File: src/hw/mips_pkg.sv
package mips_pkg;

	// ------------------------------------------------------------------------
	// Widths and word types
	// ------------------------------------------------------------------------
	parameter int XLEN   = 32;	// Data and address width
	parameter int REG_AW = 5;	// Register number width

	typedef logic [XLEN-1:0]   word_t;
	typedef logic [REG_AW-1:0] reg_addr_t;	// r0 reads zero, ignores writes

	// ------------------------------------------------------------------------
	// Instruction encodings
	// ------------------------------------------------------------------------
	typedef enum logic [5:0] {
		OP_RTYPE = 6'b000000,
		OP_J     = 6'b000010,
		OP_BEQ   = 6'b000100,
		OP_BNE   = 6'b000101,
		OP_ADDI  = 6'b001000,
		OP_ADDIU = 6'b001001,	// Same datapath as ADDI, no overflow trap
		OP_ORI   = 6'b001101,
		OP_LUI   = 6'b001111,
		OP_LW    = 6'b100011,
		OP_SW    = 6'b101011
	} opcode_e;

	typedef enum logic [5:0] {
		F_ADD  = 6'b100000,
		F_ADDU = 6'b100001,
		F_SUB  = 6'b100010,
		F_SUBU = 6'b100011,
		F_AND  = 6'b100100,
		F_OR   = 6'b100101,
		F_SLT  = 6'b101010
	} funct_e;

	// ------------------------------------------------------------------------
	// Datapath selects
	// ------------------------------------------------------------------------
	typedef enum logic [2:0] {
		ALU_AND = 3'b000,
		ALU_OR  = 3'b001,
		ALU_ADD = 3'b010,
		ALU_SUB = 3'b110,
		ALU_SLT = 3'b111	// Signed compare, result 1 or 0
	} alu_op_e;

	typedef enum logic [1:0] {
		FWD_NONE = 2'b00,	// Value read in decode
		FWD_MEM  = 2'b01,	// ALU result in memory stage
		FWD_WB   = 2'b10	// Result being written back
	} fwd_sel_e;

endpackage

File: src/hw/decode_stage.sv
`timescale 1ns/1ps

module decode_stage (
	input  logic                clk,
	input  logic                arst_n,
	input  mips_pkg::word_t     id_pc4,
	input  mips_pkg::word_t     id_instr,
	input  logic                stall,
	input  logic                redirect,
	input  logic                wb_we,
	input  mips_pkg::reg_addr_t wb_dst,
	input  mips_pkg::word_t     wb_data,
	output mips_pkg::word_t     ex_pc4,
	output mips_pkg::word_t     ex_rs_val,
	output mips_pkg::word_t     ex_rt_val,
	output mips_pkg::word_t     ex_imm,
	output logic [25:0]         ex_jtarget_idx,
	output mips_pkg::reg_addr_t ex_rs,
	output mips_pkg::reg_addr_t ex_rt,
	output mips_pkg::reg_addr_t ex_dst,
	output mips_pkg::alu_op_e   ex_alu_op,
	output logic                ex_alu_src_imm,
	output logic                ex_branch,
	output logic                ex_branch_ne,
	output logic                ex_jump,
	output logic                ex_mem_we,
	output logic                ex_mem_load,
	output logic                ex_reg_we
);

	mips_pkg::word_t     rf [32];
	mips_pkg::reg_addr_t rs;
	mips_pkg::reg_addr_t rt;
	mips_pkg::reg_addr_t rd;
	mips_pkg::reg_addr_t dst;
	mips_pkg::word_t     rs_val;
	mips_pkg::word_t     rt_val;
	mips_pkg::word_t     imm;
	mips_pkg::alu_op_e   alu_op;
	logic                alu_src_imm;
	logic                branch;
	logic                branch_ne;
	logic                jump;
	logic                mem_we;
	logic                mem_load;
	logic                reg_we;
	logic                dst_rd;
	logic                imm_zero;
	logic                imm_lui;
	logic                bubble;

	assign rs = id_instr[25:21];
	assign rt = id_instr[20:16];
	assign rd = id_instr[15:11];

	// ------------------------------------------------------------------------
	// Register file, write-through on same-cycle write
	// ------------------------------------------------------------------------
	always_ff @(posedge clk) begin
		if (wb_we && wb_dst != '0) begin
			rf[wb_dst] <= wb_data;
		end
	end

	assign rs_val = (rs == '0) ? '0 : (wb_we && wb_dst == rs) ? wb_data : rf[rs];
	assign rt_val = (rt == '0) ? '0 : (wb_we && wb_dst == rt) ? wb_data : rf[rt];

	// ------------------------------------------------------------------------
	// Main and ALU decoders
	// ------------------------------------------------------------------------
	always_comb begin
		alu_op      = mips_pkg::ALU_ADD;
		alu_src_imm = 1'b0;
		branch      = 1'b0;
		branch_ne   = 1'b0;
		jump        = 1'b0;
		mem_we      = 1'b0;
		mem_load    = 1'b0;
		reg_we      = 1'b0;
		dst_rd      = 1'b0;
		imm_zero    = 1'b0;
		imm_lui     = 1'b0;
		case (mips_pkg::opcode_e'(id_instr[31:26]))
			mips_pkg::OP_RTYPE: begin
				reg_we = 1'b1;
				dst_rd = 1'b1;
				case (mips_pkg::funct_e'(id_instr[5:0]))
					mips_pkg::F_ADD, mips_pkg::F_ADDU: alu_op = mips_pkg::ALU_ADD;
					mips_pkg::F_SUB, mips_pkg::F_SUBU: alu_op = mips_pkg::ALU_SUB;
					mips_pkg::F_OR:                    alu_op = mips_pkg::ALU_OR;
					mips_pkg::F_SLT:                   alu_op = mips_pkg::ALU_SLT;
					default:                           alu_op = mips_pkg::ALU_AND;
				endcase
			end
			mips_pkg::OP_LW: begin
				alu_src_imm = 1'b1;
				mem_load    = 1'b1;
				reg_we      = 1'b1;
			end
			mips_pkg::OP_SW: begin
				alu_src_imm = 1'b1;
				mem_we      = 1'b1;
			end
			mips_pkg::OP_BEQ: branch = 1'b1;
			mips_pkg::OP_BNE: begin
				branch    = 1'b1;
				branch_ne = 1'b1;
			end
			mips_pkg::OP_ADDI, mips_pkg::OP_ADDIU: begin
				alu_src_imm = 1'b1;
				reg_we      = 1'b1;
			end
			mips_pkg::OP_ORI: begin
				alu_op      = mips_pkg::ALU_OR;
				alu_src_imm = 1'b1;
				reg_we      = 1'b1;
				imm_zero    = 1'b1;
			end
			mips_pkg::OP_LUI: begin
				alu_op      = mips_pkg::ALU_OR;	// rs field is r0
				alu_src_imm = 1'b1;
				reg_we      = 1'b1;
				imm_lui     = 1'b1;
			end
			mips_pkg::OP_J: jump = 1'b1;
			default: ;	// Unknown opcode runs as no-op
		endcase
	end

	always_comb begin
		if (imm_lui) begin
			imm = {id_instr[15:0], 16'h0000};
		end else if (imm_zero) begin
			imm = {16'h0000, id_instr[15:0]};
		end else begin
			imm = {{16{id_instr[15]}}, id_instr[15:0]};
		end
	end

	assign dst    = reg_we ? (dst_rd ? rd : rt) : '0;
	assign bubble = stall | redirect;

	// ------------------------------------------------------------------------
	// ID/EX register
	// ------------------------------------------------------------------------
	always_ff @(posedge clk or negedge arst_n) begin
		if (!arst_n) begin
			ex_rs          <= '0;
			ex_rt          <= '0;
			ex_dst         <= '0;
			ex_alu_op      <= mips_pkg::ALU_AND;
			ex_alu_src_imm <= 1'b0;
			ex_branch      <= 1'b0;
			ex_branch_ne   <= 1'b0;
			ex_jump        <= 1'b0;
			ex_mem_we      <= 1'b0;
			ex_mem_load    <= 1'b0;
			ex_reg_we      <= 1'b0;
		end else begin
			ex_rs          <= bubble ? '0 : rs;
			ex_rt          <= bubble ? '0 : rt;
			ex_dst         <= bubble ? '0 : dst;
			ex_alu_op      <= bubble ? mips_pkg::ALU_AND : alu_op;
			ex_alu_src_imm <= alu_src_imm & ~bubble;
			ex_branch      <= branch & ~bubble;
			ex_branch_ne   <= branch_ne & ~bubble;
			ex_jump        <= jump & ~bubble;
			ex_mem_we      <= mem_we & ~bubble;
			ex_mem_load    <= mem_load & ~bubble;
			ex_reg_we      <= reg_we & ~bubble;
		end
	end

	always_ff @(posedge clk) begin
		ex_pc4         <= id_pc4;
		ex_rs_val      <= rs_val;
		ex_rt_val      <= rt_val;
		ex_imm         <= imm;
		ex_jtarget_idx <= id_instr[25:0];
	end

endmodule

File: src/hw/execute_stage.sv
`timescale 1ns/1ps

module execute_stage (
	input  logic                clk,
	input  logic                arst_n,
	input  mips_pkg::word_t     ex_pc4,
	input  mips_pkg::word_t     ex_rs_val,
	input  mips_pkg::word_t     ex_rt_val,
	input  mips_pkg::word_t     ex_imm,
	input  logic [25:0]         ex_jtarget_idx,
	input  mips_pkg::reg_addr_t ex_dst,
	input  mips_pkg::alu_op_e   ex_alu_op,
	input  logic                ex_alu_src_imm,
	input  logic                ex_branch,
	input  logic                ex_branch_ne,
	input  logic                ex_jump,
	input  logic                ex_mem_we,
	input  logic                ex_mem_load,
	input  logic                ex_reg_we,
	input  mips_pkg::fwd_sel_e  fwd_a,
	input  mips_pkg::fwd_sel_e  fwd_b,
	input  mips_pkg::word_t     wb_data,
	output logic                redirect,
	output mips_pkg::word_t     redirect_pc,
	output mips_pkg::word_t     mem_alu,
	output mips_pkg::word_t     mem_store_data,
	output logic                mem_we,
	output logic                mem_load,
	output mips_pkg::reg_addr_t mem_dst,
	output logic                mem_reg_we
);

	mips_pkg::word_t op_a;
	mips_pkg::word_t op_b_reg;
	mips_pkg::word_t op_b;
	mips_pkg::word_t alu_y;
	mips_pkg::word_t branch_target;
	mips_pkg::word_t jump_target;
	logic            taken;

	function automatic mips_pkg::word_t fwd_mux(
		input mips_pkg::fwd_sel_e sel,
		input mips_pkg::word_t    reg_val,
		input mips_pkg::word_t    mem_val,
		input mips_pkg::word_t    wb_val
	);
		case (sel)
			mips_pkg::FWD_MEM: return mem_val;
			mips_pkg::FWD_WB:  return wb_val;
			default:           return reg_val;
		endcase
	endfunction

	// ------------------------------------------------------------------------
	// Operand select and ALU
	// ------------------------------------------------------------------------
	assign op_a     = fwd_mux(fwd_a, ex_rs_val, mem_alu, wb_data);
	assign op_b_reg = fwd_mux(fwd_b, ex_rt_val, mem_alu, wb_data);	// Also store data
	assign op_b     = ex_alu_src_imm ? ex_imm : op_b_reg;

	always_comb begin
		case (ex_alu_op)
			mips_pkg::ALU_OR:  alu_y = op_a | op_b;
			mips_pkg::ALU_ADD: alu_y = op_a + op_b;
			mips_pkg::ALU_SUB: alu_y = op_a - op_b;
			mips_pkg::ALU_SLT: alu_y = ($signed(op_a) < $signed(op_b)) ? 32'd1 : 32'd0;
			default:           alu_y = op_a & op_b;
		endcase
	end

	// ------------------------------------------------------------------------
	// Branch and jump resolution
	// ------------------------------------------------------------------------
	assign taken         = ex_branch & ((op_a == op_b_reg) ^ ex_branch_ne);
	assign branch_target = ex_pc4 + {ex_imm[29:0], 2'b00};
	assign jump_target   = {ex_pc4[31:28], ex_jtarget_idx, 2'b00};

	assign redirect    = taken | ex_jump;
	assign redirect_pc = ex_jump ? jump_target : branch_target;

	// EX/MEM register
	always_ff @(posedge clk or negedge arst_n) begin
		if (!arst_n) begin
			mem_we     <= 1'b0;
			mem_load   <= 1'b0;
			mem_dst    <= '0;
			mem_reg_we <= 1'b0;
		end else begin
			mem_we     <= ex_mem_we;
			mem_load   <= ex_mem_load;
			mem_dst    <= ex_dst;
			mem_reg_we <= ex_reg_we;
		end
	end

	always_ff @(posedge clk) begin
		mem_alu        <= alu_y;
		mem_store_data <= op_b_reg;
	end

endmodule

File: src/hw/fetch_stage.sv
`timescale 1ns/1ps

module fetch_stage #(
	parameter mips_pkg::word_t RESET_PC = '0
) (
	input  logic                clk,
	input  logic                arst_n,
	input  mips_pkg::word_t     instr,
	input  logic                stall,
	input  logic                redirect,
	input  mips_pkg::word_t     redirect_pc,
	output mips_pkg::word_t     pc,
	output mips_pkg::word_t     id_pc4,
	output mips_pkg::word_t     id_instr,
	output mips_pkg::reg_addr_t id_rs,
	output mips_pkg::reg_addr_t id_rt
);

	mips_pkg::word_t pc4;
	mips_pkg::word_t pc_next;

	assign pc4 = pc + 32'd4;

	always_comb begin
		if (redirect) begin
			pc_next = redirect_pc;	// Taken branch or jump wins
		end else if (stall) begin
			pc_next = pc;	// Load-use hold
		end else begin
			pc_next = pc4;
		end
	end

	always_ff @(posedge clk or negedge arst_n) begin
		if (!arst_n) begin
			pc <= RESET_PC;
		end else begin
			pc <= pc_next;
		end
	end

	// ------------------------------------------------------------------------
	// IF/ID register
	// ------------------------------------------------------------------------
	always_ff @(posedge clk or negedge arst_n) begin
		if (!arst_n) begin
			id_instr <= '0;
		end else if (redirect) begin
			id_instr <= '0;	// All-zero word decodes as a no-op
		end else if (!stall) begin
			id_instr <= instr;
		end
	end

	always_ff @(posedge clk) begin
		if (!stall) begin
			id_pc4 <= pc4;
		end
	end

	assign id_rs = id_instr[25:21];
	assign id_rt = id_instr[20:16];

endmodule

File: src/hw/hazard_unit.sv
`timescale 1ns/1ps

module hazard_unit (
	input  mips_pkg::reg_addr_t id_rs,
	input  mips_pkg::reg_addr_t id_rt,
	input  mips_pkg::reg_addr_t ex_rs,
	input  mips_pkg::reg_addr_t ex_rt,
	input  mips_pkg::reg_addr_t ex_dst,
	input  logic                ex_mem_load,
	input  mips_pkg::reg_addr_t mem_dst,
	input  logic                mem_reg_we,
	input  mips_pkg::reg_addr_t wb_dst,
	input  logic                wb_we,
	output mips_pkg::fwd_sel_e  fwd_a,
	output mips_pkg::fwd_sel_e  fwd_b,
	output logic                stall
);

	// Youngest producer wins, r0 never forwards
	function automatic mips_pkg::fwd_sel_e fwd_pick(
		input mips_pkg::reg_addr_t src,
		input mips_pkg::reg_addr_t m_dst,
		input logic                m_we,
		input mips_pkg::reg_addr_t w_dst,
		input logic                w_we
	);
		if (m_we && m_dst != '0 && m_dst == src) begin
			return mips_pkg::FWD_MEM;
		end else if (w_we && w_dst != '0 && w_dst == src) begin
			return mips_pkg::FWD_WB;
		end
		return mips_pkg::FWD_NONE;
	endfunction

	assign fwd_a = fwd_pick(ex_rs, mem_dst, mem_reg_we, wb_dst, wb_we);
	assign fwd_b = fwd_pick(ex_rt, mem_dst, mem_reg_we, wb_dst, wb_we);

	assign stall = ex_mem_load && ex_dst != '0 && (ex_dst == id_rs || ex_dst == id_rt);

endmodule

File: src/hw/mem_stage.sv
`timescale 1ns/1ps

module mem_stage (
	input  logic                clk,
	input  logic                arst_n,
	input  mips_pkg::word_t     memreaddata,
	input  mips_pkg::word_t     mem_alu,
	input  logic                mem_load,
	input  mips_pkg::reg_addr_t mem_dst,
	input  logic                mem_reg_we,
	output logic                wb_we,
	output mips_pkg::reg_addr_t wb_dst,
	output mips_pkg::word_t     wb_data
);

	mips_pkg::word_t result;

	assign result = mem_load ? memreaddata : mem_alu;	// Load data or ALU result

	// MEM/WB register
	always_ff @(posedge clk or negedge arst_n) begin
		if (!arst_n) begin
			wb_we  <= 1'b0;
			wb_dst <= '0;
		end else begin
			wb_we  <= mem_reg_we;
			wb_dst <= mem_dst;
		end
	end

	always_ff @(posedge clk) begin
		wb_data <= result;
	end

endmodule

File: src/hw/mips_core.sv
`timescale 1ns/1ps

module mips_core #(
	parameter mips_pkg::word_t RESET_PC = '0
) (
	input  logic            clk,
	input  logic            arst_n,
	output mips_pkg::word_t pc,
	input  mips_pkg::word_t instr,
	output logic            memwrite,
	output mips_pkg::word_t memaddr,
	output mips_pkg::word_t memwritedata,
	input  mips_pkg::word_t memreaddata
);

	// IF/ID
	mips_pkg::word_t     if_pc4;
	mips_pkg::word_t     if_instr;
	mips_pkg::reg_addr_t id_rs;
	mips_pkg::reg_addr_t id_rt;

	// ID/EX
	mips_pkg::word_t     ex_pc4;
	mips_pkg::word_t     ex_rs_val;
	mips_pkg::word_t     ex_rt_val;
	mips_pkg::word_t     ex_imm;
	logic [25:0]         ex_jtarget_idx;
	mips_pkg::reg_addr_t ex_rs;
	mips_pkg::reg_addr_t ex_rt;
	mips_pkg::reg_addr_t ex_dst;
	mips_pkg::alu_op_e   ex_alu_op;
	logic                ex_alu_src_imm;
	logic                ex_branch;
	logic                ex_branch_ne;
	logic                ex_jump;
	logic                ex_mem_we;
	logic                ex_mem_load;
	logic                ex_reg_we;

	// EX/MEM
	mips_pkg::word_t     mem_alu;
	mips_pkg::word_t     mem_store_data;
	logic                mem_we;
	logic                mem_load;
	mips_pkg::reg_addr_t mem_dst;
	logic                mem_reg_we;

	// MEM/WB
	logic                wb_we;
	mips_pkg::reg_addr_t wb_dst;
	mips_pkg::word_t     wb_data;

	// Hazard control
	mips_pkg::fwd_sel_e  fwd_a;
	mips_pkg::fwd_sel_e  fwd_b;
	logic                stall;
	logic                redirect;
	mips_pkg::word_t     redirect_pc;

	assign memaddr      = mem_alu;
	assign memwritedata = mem_store_data;
	assign memwrite     = mem_we;

	fetch_stage #(
		.RESET_PC (RESET_PC)
	) u_fetch (
		.clk         (clk),
		.arst_n      (arst_n),
		.instr       (instr),
		.stall       (stall),
		.redirect    (redirect),
		.redirect_pc (redirect_pc),
		.pc          (pc),
		.id_pc4      (if_pc4),
		.id_instr    (if_instr),
		.id_rs       (id_rs),
		.id_rt       (id_rt)
	);

	decode_stage u_decode (
		.clk            (clk),
		.arst_n         (arst_n),
		.id_pc4         (if_pc4),
		.id_instr       (if_instr),
		.stall          (stall),
		.redirect       (redirect),
		.wb_we          (wb_we),
		.wb_dst         (wb_dst),
		.wb_data        (wb_data),
		.ex_pc4         (ex_pc4),
		.ex_rs_val      (ex_rs_val),
		.ex_rt_val      (ex_rt_val),
		.ex_imm         (ex_imm),
		.ex_jtarget_idx (ex_jtarget_idx),
		.ex_rs          (ex_rs),
		.ex_rt          (ex_rt),
		.ex_dst         (ex_dst),
		.ex_alu_op      (ex_alu_op),
		.ex_alu_src_imm (ex_alu_src_imm),
		.ex_branch      (ex_branch),
		.ex_branch_ne   (ex_branch_ne),
		.ex_jump        (ex_jump),
		.ex_mem_we      (ex_mem_we),
		.ex_mem_load    (ex_mem_load),
		.ex_reg_we      (ex_reg_we)
	);

	execute_stage u_execute (
		.clk            (clk),
		.arst_n         (arst_n),
		.ex_pc4         (ex_pc4),
		.ex_rs_val      (ex_rs_val),
		.ex_rt_val      (ex_rt_val),
		.ex_imm         (ex_imm),
		.ex_jtarget_idx (ex_jtarget_idx),
		.ex_dst         (ex_dst),
		.ex_alu_op      (ex_alu_op),
		.ex_alu_src_imm (ex_alu_src_imm),
		.ex_branch      (ex_branch),
		.ex_branch_ne   (ex_branch_ne),
		.ex_jump        (ex_jump),
		.ex_mem_we      (ex_mem_we),
		.ex_mem_load    (ex_mem_load),
		.ex_reg_we      (ex_reg_we),
		.fwd_a          (fwd_a),
		.fwd_b          (fwd_b),
		.wb_data        (wb_data),
		.redirect       (redirect),
		.redirect_pc    (redirect_pc),
		.mem_alu        (mem_alu),
		.mem_store_data (mem_store_data),
		.mem_we         (mem_we),
		.mem_load       (mem_load),
		.mem_dst        (mem_dst),
		.mem_reg_we     (mem_reg_we)
	);

	mem_stage u_mem (
		.clk         (clk),
		.arst_n      (arst_n),
		.memreaddata (memreaddata),
		.mem_alu     (mem_alu),
		.mem_load    (mem_load),
		.mem_dst     (mem_dst),
		.mem_reg_we  (mem_reg_we),
		.wb_we       (wb_we),
		.wb_dst      (wb_dst),
		.wb_data     (wb_data)
	);

	hazard_unit u_hazard (
		.id_rs       (id_rs),
		.id_rt       (id_rt),
		.ex_rs       (ex_rs),
		.ex_rt       (ex_rt),
		.ex_dst      (ex_dst),
		.ex_mem_load (ex_mem_load),
		.mem_dst     (mem_dst),
		.mem_reg_we  (mem_reg_we),
		.wb_dst      (wb_dst),
		.wb_we       (wb_we),
		.fwd_a       (fwd_a),
		.fwd_b       (fwd_b),
		.stall       (stall)
	);

endmodule

File: config.mk
export PLATFORM = sky130hd
export DESIGN_NAME = mips_core
export DESIGN_NICKNAME = d
export VERILOG_FILES = /design/src/hw/mips_pkg.sv /design/src/hw/decode_stage.sv /design/src/hw/execute_stage.sv /design/src/hw/fetch_stage.sv /design/src/hw/hazard_unit.sv /design/src/hw/mem_stage.sv /design/src/hw/mips_core.sv
export SDC_FILE = /design/constraint.sdc
export NUM_CORES = 2
export LEC_CHECK = 0
export BUFFER_PORTS_ARGS = -buffer_cell sky130_fd_sc_hd__clkbuf_2
export CAP_MARGIN = 20
export CORE_ASPECT_RATIO = 1.4
export CORE_UTILIZATION = 50
export CTS_CLUSTER_SIZE = 20
export DETAILED_ROUTE_END_ITERATION = 8
export GPL_TIMING_DRIVEN = 0
export PLACE_DENSITY = 0.66
export SLEW_MARGIN = 10
export SYNTH_ARGS = -nofsm -noshare
export SYNTH_HDL_FRONTEND = slang
export SYNTH_SLANG_ARGS = --single-unit
File: constraint.sdc
create_clock -name clk -period 15.9 [get_ports clk]
set_clock_uncertainty 0.05 [all_clocks]
set_input_delay 1.59 -clock clk [delete_from_list [all_inputs] [get_ports clk]]
set_output_delay 1.59 -clock clk [all_outputs]
set_load 0.01 [all_outputs]
# Yosys cells after proc, flatten, opt, wreduce, memory -nomap -nowiden
# Memories as Yosys holds them, arrays and structs flattened. A register that Yosys moved wholly into a read port is not among the register bits.
# Cells that the tools add are included.
[totals]
reg_bits = 321
mem_bits_rw = 1024
in_bits = 66
elab_cells = 142
n_memories = 1
[classes]
addsub = 4
magnitude_cmp = 1
eq_ne = 31
mux = 43
bitwise = 14
reduce_logical = 21
[mem_list]
columns = ["memory", "depth", "word_bits", "read_ports", "rd_ports_with_merged_regs", "wr", "line", "text"]
rows = [
  ["u_decode.rf", 32, 32, 2, 2, 1, "decode_stage.sv:31", "mips_pkg::word_t rf [32];"],
]
[op_table]
columns = ["op", "count"]
rows = [
  ["32-bit two-way mux", 9],
  ["32-bit one-hot mux with 2 select lines", 2],
  ["32-bit one-hot mux with 4 select lines", 1],
  ["32-bit adder", 2],
  ["6-bit equality test, second input constant", 8],
  ["32-bit by 3-bit adder with 32-bit output, second input constant", 1],
  ["32-bit bitwise AND", 1],
  ["32-bit equality test", 1],
  ["32-bit less-than comparator", 1],
  ["32-bit bitwise OR", 1],
  ["32-bit subtractor", 1],
  ["5-bit equality test", 6],
  ["5-bit two-way mux", 5],
  ["6-bit by 4-bit equality test with 1-bit output, second input constant", 4],
  ["1-bit two-way mux", 17],
  ["5-bit nonzero test", 3],
  ["6-bit by 3-bit equality test with 1-bit output, second input constant", 2],
  ["2-bit two-way mux", 6],
  ["3-bit one-hot mux with 4 select lines", 1],
  ["6-bit OR reduction", 2],
  ["5-bit zero test", 2],
  ["1-bit bitwise AND", 8],
  ["1-bit logical AND", 8],
  ["2-bit OR reduction", 4],
  ["14 further kinds", 18],
]

# Logic depth before layout (Yosys ltp)
[logic_depth]
depth_word = 15
ltp_mapped = 25
ltp_nobuf = 21

# Hierarchy
# Synthesis repeated with hierarchy kept, for this count alone.
[hier_totals]
cells_unflattened = 4648
hier_area_um2 = 68742.2
[modules_own_cells]
columns = ["module", "n_inst", "cells_per_inst", "area_per_inst_um2"]
rows = [
  ["decode_stage", 1, 2600, 52120.0],
  ["execute_stage", 1, 1488, 10164.7],
  ["fetch_stage", 1, 437, 4730.8],
  ["mem_stage", 1, 74, 1335.0],
  ["hazard_unit", 1, 49, 391.6],
]

# Worst setup path after synthesis
# No wires, ideal clock.
[synth_timing]
path_kind = "register to register"
startpoint = "reg u_execute.mem_dst[4]"
endpoint = "reg u_execute.mem_alu[0]"
arrival_time_ps = 5576
t_required_ps = 15791
setup_slack_ps = 10216
stages_incl_launch_ff = 26
cell_sequence = "dfrtp_1 > or4_1 > o21ai_1 > or3_1 > clkbuf_1 > buf_1 > clkbuf_1 > buf_1 > nor2_1 > a21oi_1 > mux2_2 > ha_1 > inv_1 > fa_1 > nand2b_1 > a21oi_1 > o21a_1 > o311a_1 > o21bai_1 > a21oi_1 > o21a_1 > o221ai_1 > o41ai_1 > a21o_1 > a2111oi_0 > o22a_1"
[synth_between]
elab_chain_cells = 11
word_cells_on_any_way = 26
[synth_rtl]
columns = ["element", "line", "text"]
rows = [
  ["start: declaration", "execute_stage.sv:29", "output mips_pkg::reg_addr_t mem_dst,"],
  ["start signal: assignment", "execute_stage.sv:91", "mem_dst <= ex_dst;"],
  ["5-bit nonzero test", "hazard_unit.sv:27", "if (m_we && m_dst != '0 && m_dst == src) begin"],
  ["1-bit logical AND", "hazard_unit.sv:27", ""],
  ["1-bit logical AND *", "hazard_unit.sv:27", ""],
  ["2-bit two-way mux or 1-bit two-way mux (tied branches)", "hazard_unit.sv:27", ""],
  ["2-bit two-way mux *", "hazard_unit.sv:32", "return mips_pkg::FWD_NONE;"],
  ["2-bit equality test or 2-bit by 1-bit equality test with 1-bit output (tied branches)", "execute_stage.sv:47", "case (sel)"],
  ["32-bit one-hot mux with 2 select lines *", "execute_stage.sv:47", ""],
  ["net u_execute.op_b_reg[0]", "execute_stage.sv:34", "mips_pkg::word_t op_b_reg;"],
  ["32-bit two-way mux *", "execute_stage.sv:59", "assign op_b = ex_alu_src_imm ? ex_imm : op_b_reg;"],
  ["32-bit less-than comparator", "execute_stage.sv:66", "mips_pkg::ALU_SLT: alu_y = ($signed(op_a) < $signed(op_b)) ? 32'd1 : 32'd0;"],
  ["1-bit two-way mux", "execute_stage.sv:66", ""],
  ["32-bit one-hot mux with 4 select lines *", "execute_stage.sv:62", "case (ex_alu_op)"],
  ["net u_execute.alu_y[0]", "execute_stage.sv:36", "mips_pkg::word_t alu_y;"],
  ["end signal: assignment", "execute_stage.sv:97", "mem_alu <= alu_y;"],
  ["end: declaration", "execute_stage.sv:25", "output mips_pkg::word_t mem_alu,"],
]
# The timed path passes the listed nets; every way through them passes the cells marked *.
# A chain may end at the register's enable or synchronous reset.

# Final worst setup path
[layout_timing]
startpoint = "reg u_execute.mem_dst[4]"
endpoint = "reg u_execute.mem_alu[29]"
[layout_between]
elab_chain_cells = 10
word_cells_on_any_way = 24
[layout_rtl]
columns = ["element", "line"]
rows = [
  ["5-bit nonzero test", "hazard_unit.sv:27"],
  ["1-bit logical AND", "hazard_unit.sv:27"],
  ["1-bit logical AND *", "hazard_unit.sv:27"],
  ["2-bit two-way mux or 1-bit two-way mux (tied branches)", "hazard_unit.sv:27"],
  ["2-bit two-way mux *", "hazard_unit.sv:32"],
  ["2-bit equality test or 2-bit by 1-bit equality test with 1-bit output (tied branches)", "execute_stage.sv:47"],
  ["32-bit one-hot mux with 2 select lines *", "execute_stage.sv:47"],
  ["net u_execute.op_b_reg[7]", "execute_stage.sv:34"],
  ["32-bit two-way mux *", "execute_stage.sv:59"],
  ["32-bit subtractor or 32-bit adder (tied branches)", "execute_stage.sv:65, execute_stage.sv:64"],
  ["32-bit one-hot mux with 4 select lines *", "execute_stage.sv:62"],
  ["net u_execute.alu_y[29]", "execute_stage.sv:36"],
]
# Marks and branches as above.

==> flow_summary.ini <==
[run_status]
status = finished, final reports clean

[worst_hold_path]
timing.hold.worst.start = u_fetch.id_pc4[2]
holdPathStages = 0
timing.hold.worst_endpoint = u_decode.ex_pc4[2]
class_of_the_tightest_hold_or_removal_check = flip-flop to flip-flop

[yosys]
yosysTopAreaCell = edfxtp_1
post-synth-top-area-fraction_pct = 45.9
synth.most_common_cell = edfxtp_1
synthesis.yosys.warnings = 0
synth_simple_gate_area_share_pct = 5.11
syn_area_per_cell_um2 = 14.5
mappedNetlistArea_mm2 = 0.0691
number_of_flops_mapped_to_enable_cells_by_yosys = 1056
synth.ff_latch_count = 1409
synth.yosys.seq_area_share_pct = 56.9
post_synth_main_area_contributors = edfxtp_1, mux4_2, dfxtp_1, mux2i_1, dfrtp_1
synth_cell_type_count = 83
synthFlopType = edfxtp_1
synthXorXnorAreaFrac_pct = 2.15
synth-compound-area-share_pct = 8.81
synthArstFlopShare_pct = 7.31
synth.mux.area_fraction_pct = 22.0
arithmetic_cell_share_of_the_synthesized_area_counting_full_adders_half_adders_and_majority_gates_pct = 2.37
synthCells = 4750
synth_top_family_by_area = multiplexers
netlist_top_cells_count = edfxtp_1, mux4_2, nor2_1

[critical_path]
cp-end-kind = flip-flop
start_kind = flip-flop
cp_data_required_time_ns = 16.48
critical_path.reg2reg.startpoint = u_execute.mem_dst[4]
ff2ff_path_depth = 23
critical_path_peak_fanout = 10
criticalPathCategory = flip-flop to flip-flop
r2r_slack_ns = 7.76
data_arrival_time_of_the_worst_path_ns = 8.72
setup.worst_path.start = u_execute.mem_dst[4]
rr_endpoint = u_execute.mem_alu[29]

[clocking]
cts_max_path_buffers = 3
clock_latency_ns = 0.84
tritoncts_num_sinks = 1409
clockRootBuffer = clkbuf_16
tritoncts = done
clk_pin_slew_worst_paths_ns = 0.07
clock_tree.htree_level_count = 4
cts_resized = 0
post_cts_hold_buffer_count = 0
postCtsSetupRepairBufs = 0
tritoncts.num_buffers = 139

[detailed_routing]
initialDrtViolationCount = 7276
post_drt_via_cell_ratio = 6.98
drt_drc_violations_left = 0
first_pass_iters = 7
drt-total-wl_um = 286000
routed_wire_length_per_instance_um = 40.2
ant_nets = 0
dr_total_vias = 49600

[power_and_ir_drop]
clockPowerShare_pct = 30.5
power.combinational.fraction_pct = 22.0
power.total_w = 0.0109
seqPwrFrac_pct = 47.5
maximum_vdd_drop_mv = 0.0909
power_per_cell_area_mw_per_mm2 = 137
internal_power_w = 0.00727
total_leakage_power_nw = 27.9
p_sw_share_pct = 33.4
net-switching-power_w = 0.00365

[sta]
highest_clock_rate_mhz = 123
hold_viol_final = 0
tightest_slew_ns = 1.44
timing.final.crit_share_pct = 51.2
tns_ns = 0
timing.max_slew.rel_slack_pct = 3.77
slew_viol_final = 0
finalSetupViolCount = 0
grt_setup_unrepaired = false
final_period_minus_worst_setup_slack_ns = 8.14

[floorplanning]
io_pins = 163
placement_rows = 161
die_height_um = 442
placeableCoreArea_mm2 = 0.137
start_util_pct = 50.3
dieArea_mm2 = 0.140
die_width_um = 316

[placed_design]
estimated_wirelength_of_the_detail_placed_design_um = 205000
gp_congestion = 1.08
portBuffers = 162

[grt]
grt_max_degree = 78
total_gr_overflow = 0
grt.total_usage_pct = 41.0
antenna_found_initial = 10
grt_pass1_vias = 48500
grt_first_pass_wirelength_um = 387000

[final_layout]
fin_nets = 5406
area_growth_syn_to_layout_pct = 14.9
fin_util_pct = 57.8
layout.filler_cells = 10900
drive_above_1_share_pct = 24.1

[flow_run]
drv_cap = 0
## how the worst max path moves through the flow
stage | slack, ns | cells past startpoint | endpoint
2_1_floorplan | 10.22 | 25 | u_execute.mem_alu[0]
5_1_grt | 7.48 | 23 | u_execute.mem_alu[29]
4_1_cts | 7.97 | 23 | u_execute.mem_alu[29]
3_3_place_gp | 7.98 | 23 | u_execute.mem_alu[29]
3_5_place_dp | 8.05 | 23 | u_execute.mem_alu[29]
6_report | 7.76 | 23 | u_execute.mem_alu[29]
## cell families after synthesis
kind of cell,count (synthesis)
buffers and inverters,467
AO/OA/AOI/OAI,891
other,1
XOR/XNOR,170
adder cells (fa/ha/maj),129
AND/OR/NAND/NOR,766
flip-flops,1409
multiplexers,917
## cell usage in the layout (no fill, tap or decap), types with 22 or more instances in the layout
| cell type | netlist | routed |
|---|---|---|
| xor2_1 | 40 | 40 |
| ha_1 | 126 | 126 |
| dfxtp_1 | 250 | 218 |
| mux4_2 | 466 | 466 |
| edfxtp_1 | 1056 | 1056 |
| o22ai_1 | 63 | 63 |
| xnor2_1 | 130 | 130 |
| a221oi_1 | 75 | 72 |
| inv_1 | 123 | 123 |
| nor2_4 | 1 | 32 |
| nand4_1 | 29 | 29 |
| nor3_1 | 37 | 36 |
| dfxtp_2 | 0 | 32 |
| buf_6 | 6 | 30 |
| buf_2 | 8 | 41 |
| mux2_2 | 127 | 127 |
| or2_2 | 32 | 32 |
| a21o_1 | 47 | 47 |
| nor2_1 | 322 | 291 |
| clkbuf_16 | 0 | 140 |
| dfrtp_1 | 103 | 103 |
| clkbuf_1 | 234 | 243 |
| nand3_1 | 49 | 49 |
| o21a_1 | 39 | 39 |
| a221o_1 | 32 | 32 |
| nor2b_1 | 22 | 22 |
| mux2i_1 | 311 | 311 |
| buf_12 | 0 | 43 |
| nand2b_1 | 23 | 23 |
| buf_16 | 0 | 27 |
| buf_1 | 85 | 57 |
| conb_1 | 1 | 32 |
| o21ai_0 | 121 | 121 |
| a21oi_1 | 223 | 223 |
| a211oi_1 | 68 | 67 |
| clkinv_2 | 0 | 22 |
| nand2_1 | 169 | 169 |
| o221ai_1 | 64 | 64 |
| o211ai_1 | 54 | 54 |
| clkbuf_2 | 0 | 184 |
## registers in the layout, indices dropped and copies added, names as in the netlist, 26 cells and up
| name | flops |
|---|---|
| u_decode.rf | 1024 |
| u_decode.ex_imm | 32 |
| u_decode.ex_pc4 | 32 |
| u_decode.ex_rs_val | 32 |
| u_decode.ex_rt_val | 32 |
| u_execute.mem_alu | 32 |
| u_execute.mem_store_data | 32 |
| u_fetch.id_instr | 32 |
| u_fetch.id_pc4 | 32 |
| u_fetch.pc | 32 |
| u_mem.wb_data | 32 |
| u_decode.ex_jtarget_idx | 26 |
## area by class of cell
class / instances / area [um^2] / area share [%]
repair buffers: 289 / 3090 / 3.89
clock buffers: 174 / 3650 / 4.60
clock inverters: 74 / 793 / 0.999
well taps: 1793 / 2240 / 2.83
plain buffers: 340 / 1420 / 1.79
diodes: 4 / 10.0 / 0.0126
flip-flops and latches: 1409 / 39300 / 49.5
multi-input cells: 2905 / 28400 / 35.7
inverters: 127 / 477 / 0.600
## power by group through the flow
stage          Combinational [W]  Sequential [W]  Clock, W
5_1_grt                  0.00248         0.00518   0.00346
4_1_cts                  0.00230         0.00515   0.00333
3_5_place_dp             0.00229         0.00523         0
6_report                 0.00240         0.00519   0.00333
2_1_floorplan            0.00114         0.00505         0
3_3_place_gp             0.00177         0.00556         0
## per-layer routing
metal | up-vias | wire, um | track usage [%]
li1 | 19700 | - | -
met4 | 10 | 35900 | 40.6
met3 | 1271 | 30500 | 12.2
met5 | - | 94 | 0
met1 | 24900 | 88100 | 43.9
met2 | 3798 | 131000 | 63.6
## critical path, stage by stage, from the launching register on
cell	delay [ns]
dfrtp_1	0.43
or4_1	0.53
o21ai_1	0.26
or3_1	0.16
clkbuf_1	0.41
buf_1	0.54
clkbuf_1	0.55
buf_1	0.56
a21oi_1	0.34
mux2_2	0.43
ha_1	0.29
clkbuf_1	0.31
nor3_1	0.11
a32oi_1	0.20
o31ai_1	0.13
a211oi_1	0.71
a211oi_1	0.26
o21ai_0	0.30
a21oi_1	0.12
o21bai_1	0.22
a21oi_1	0.14
a221oi_1	0.50
xnor2_1	0.18
o221ai_1	0.19
## per-stage QoR
| stage | instances | hold WS [ns] | cell area [um^2] | setup slack [ns] |
|---|---|---|---|---|
| 2_1_floorplan | 4781 | 0.273 | 69200 | 10.22 |
| 3_3_place_gp | 6736 | 0.273 | 72300 | 7.98 |
| 3_5_place_dp | 6841 | 0.277 | 74700 | 8.05 |
| 4_1_cts | 7089 | 0.289 | 79100 | 7.97 |
| 5_1_grt | 7111 | 0.293 | 79400 | 7.48 |
| 6_report | 7115 | 0.289 | 79400 | 7.76 |
Power figures use the tool's default switching activity.
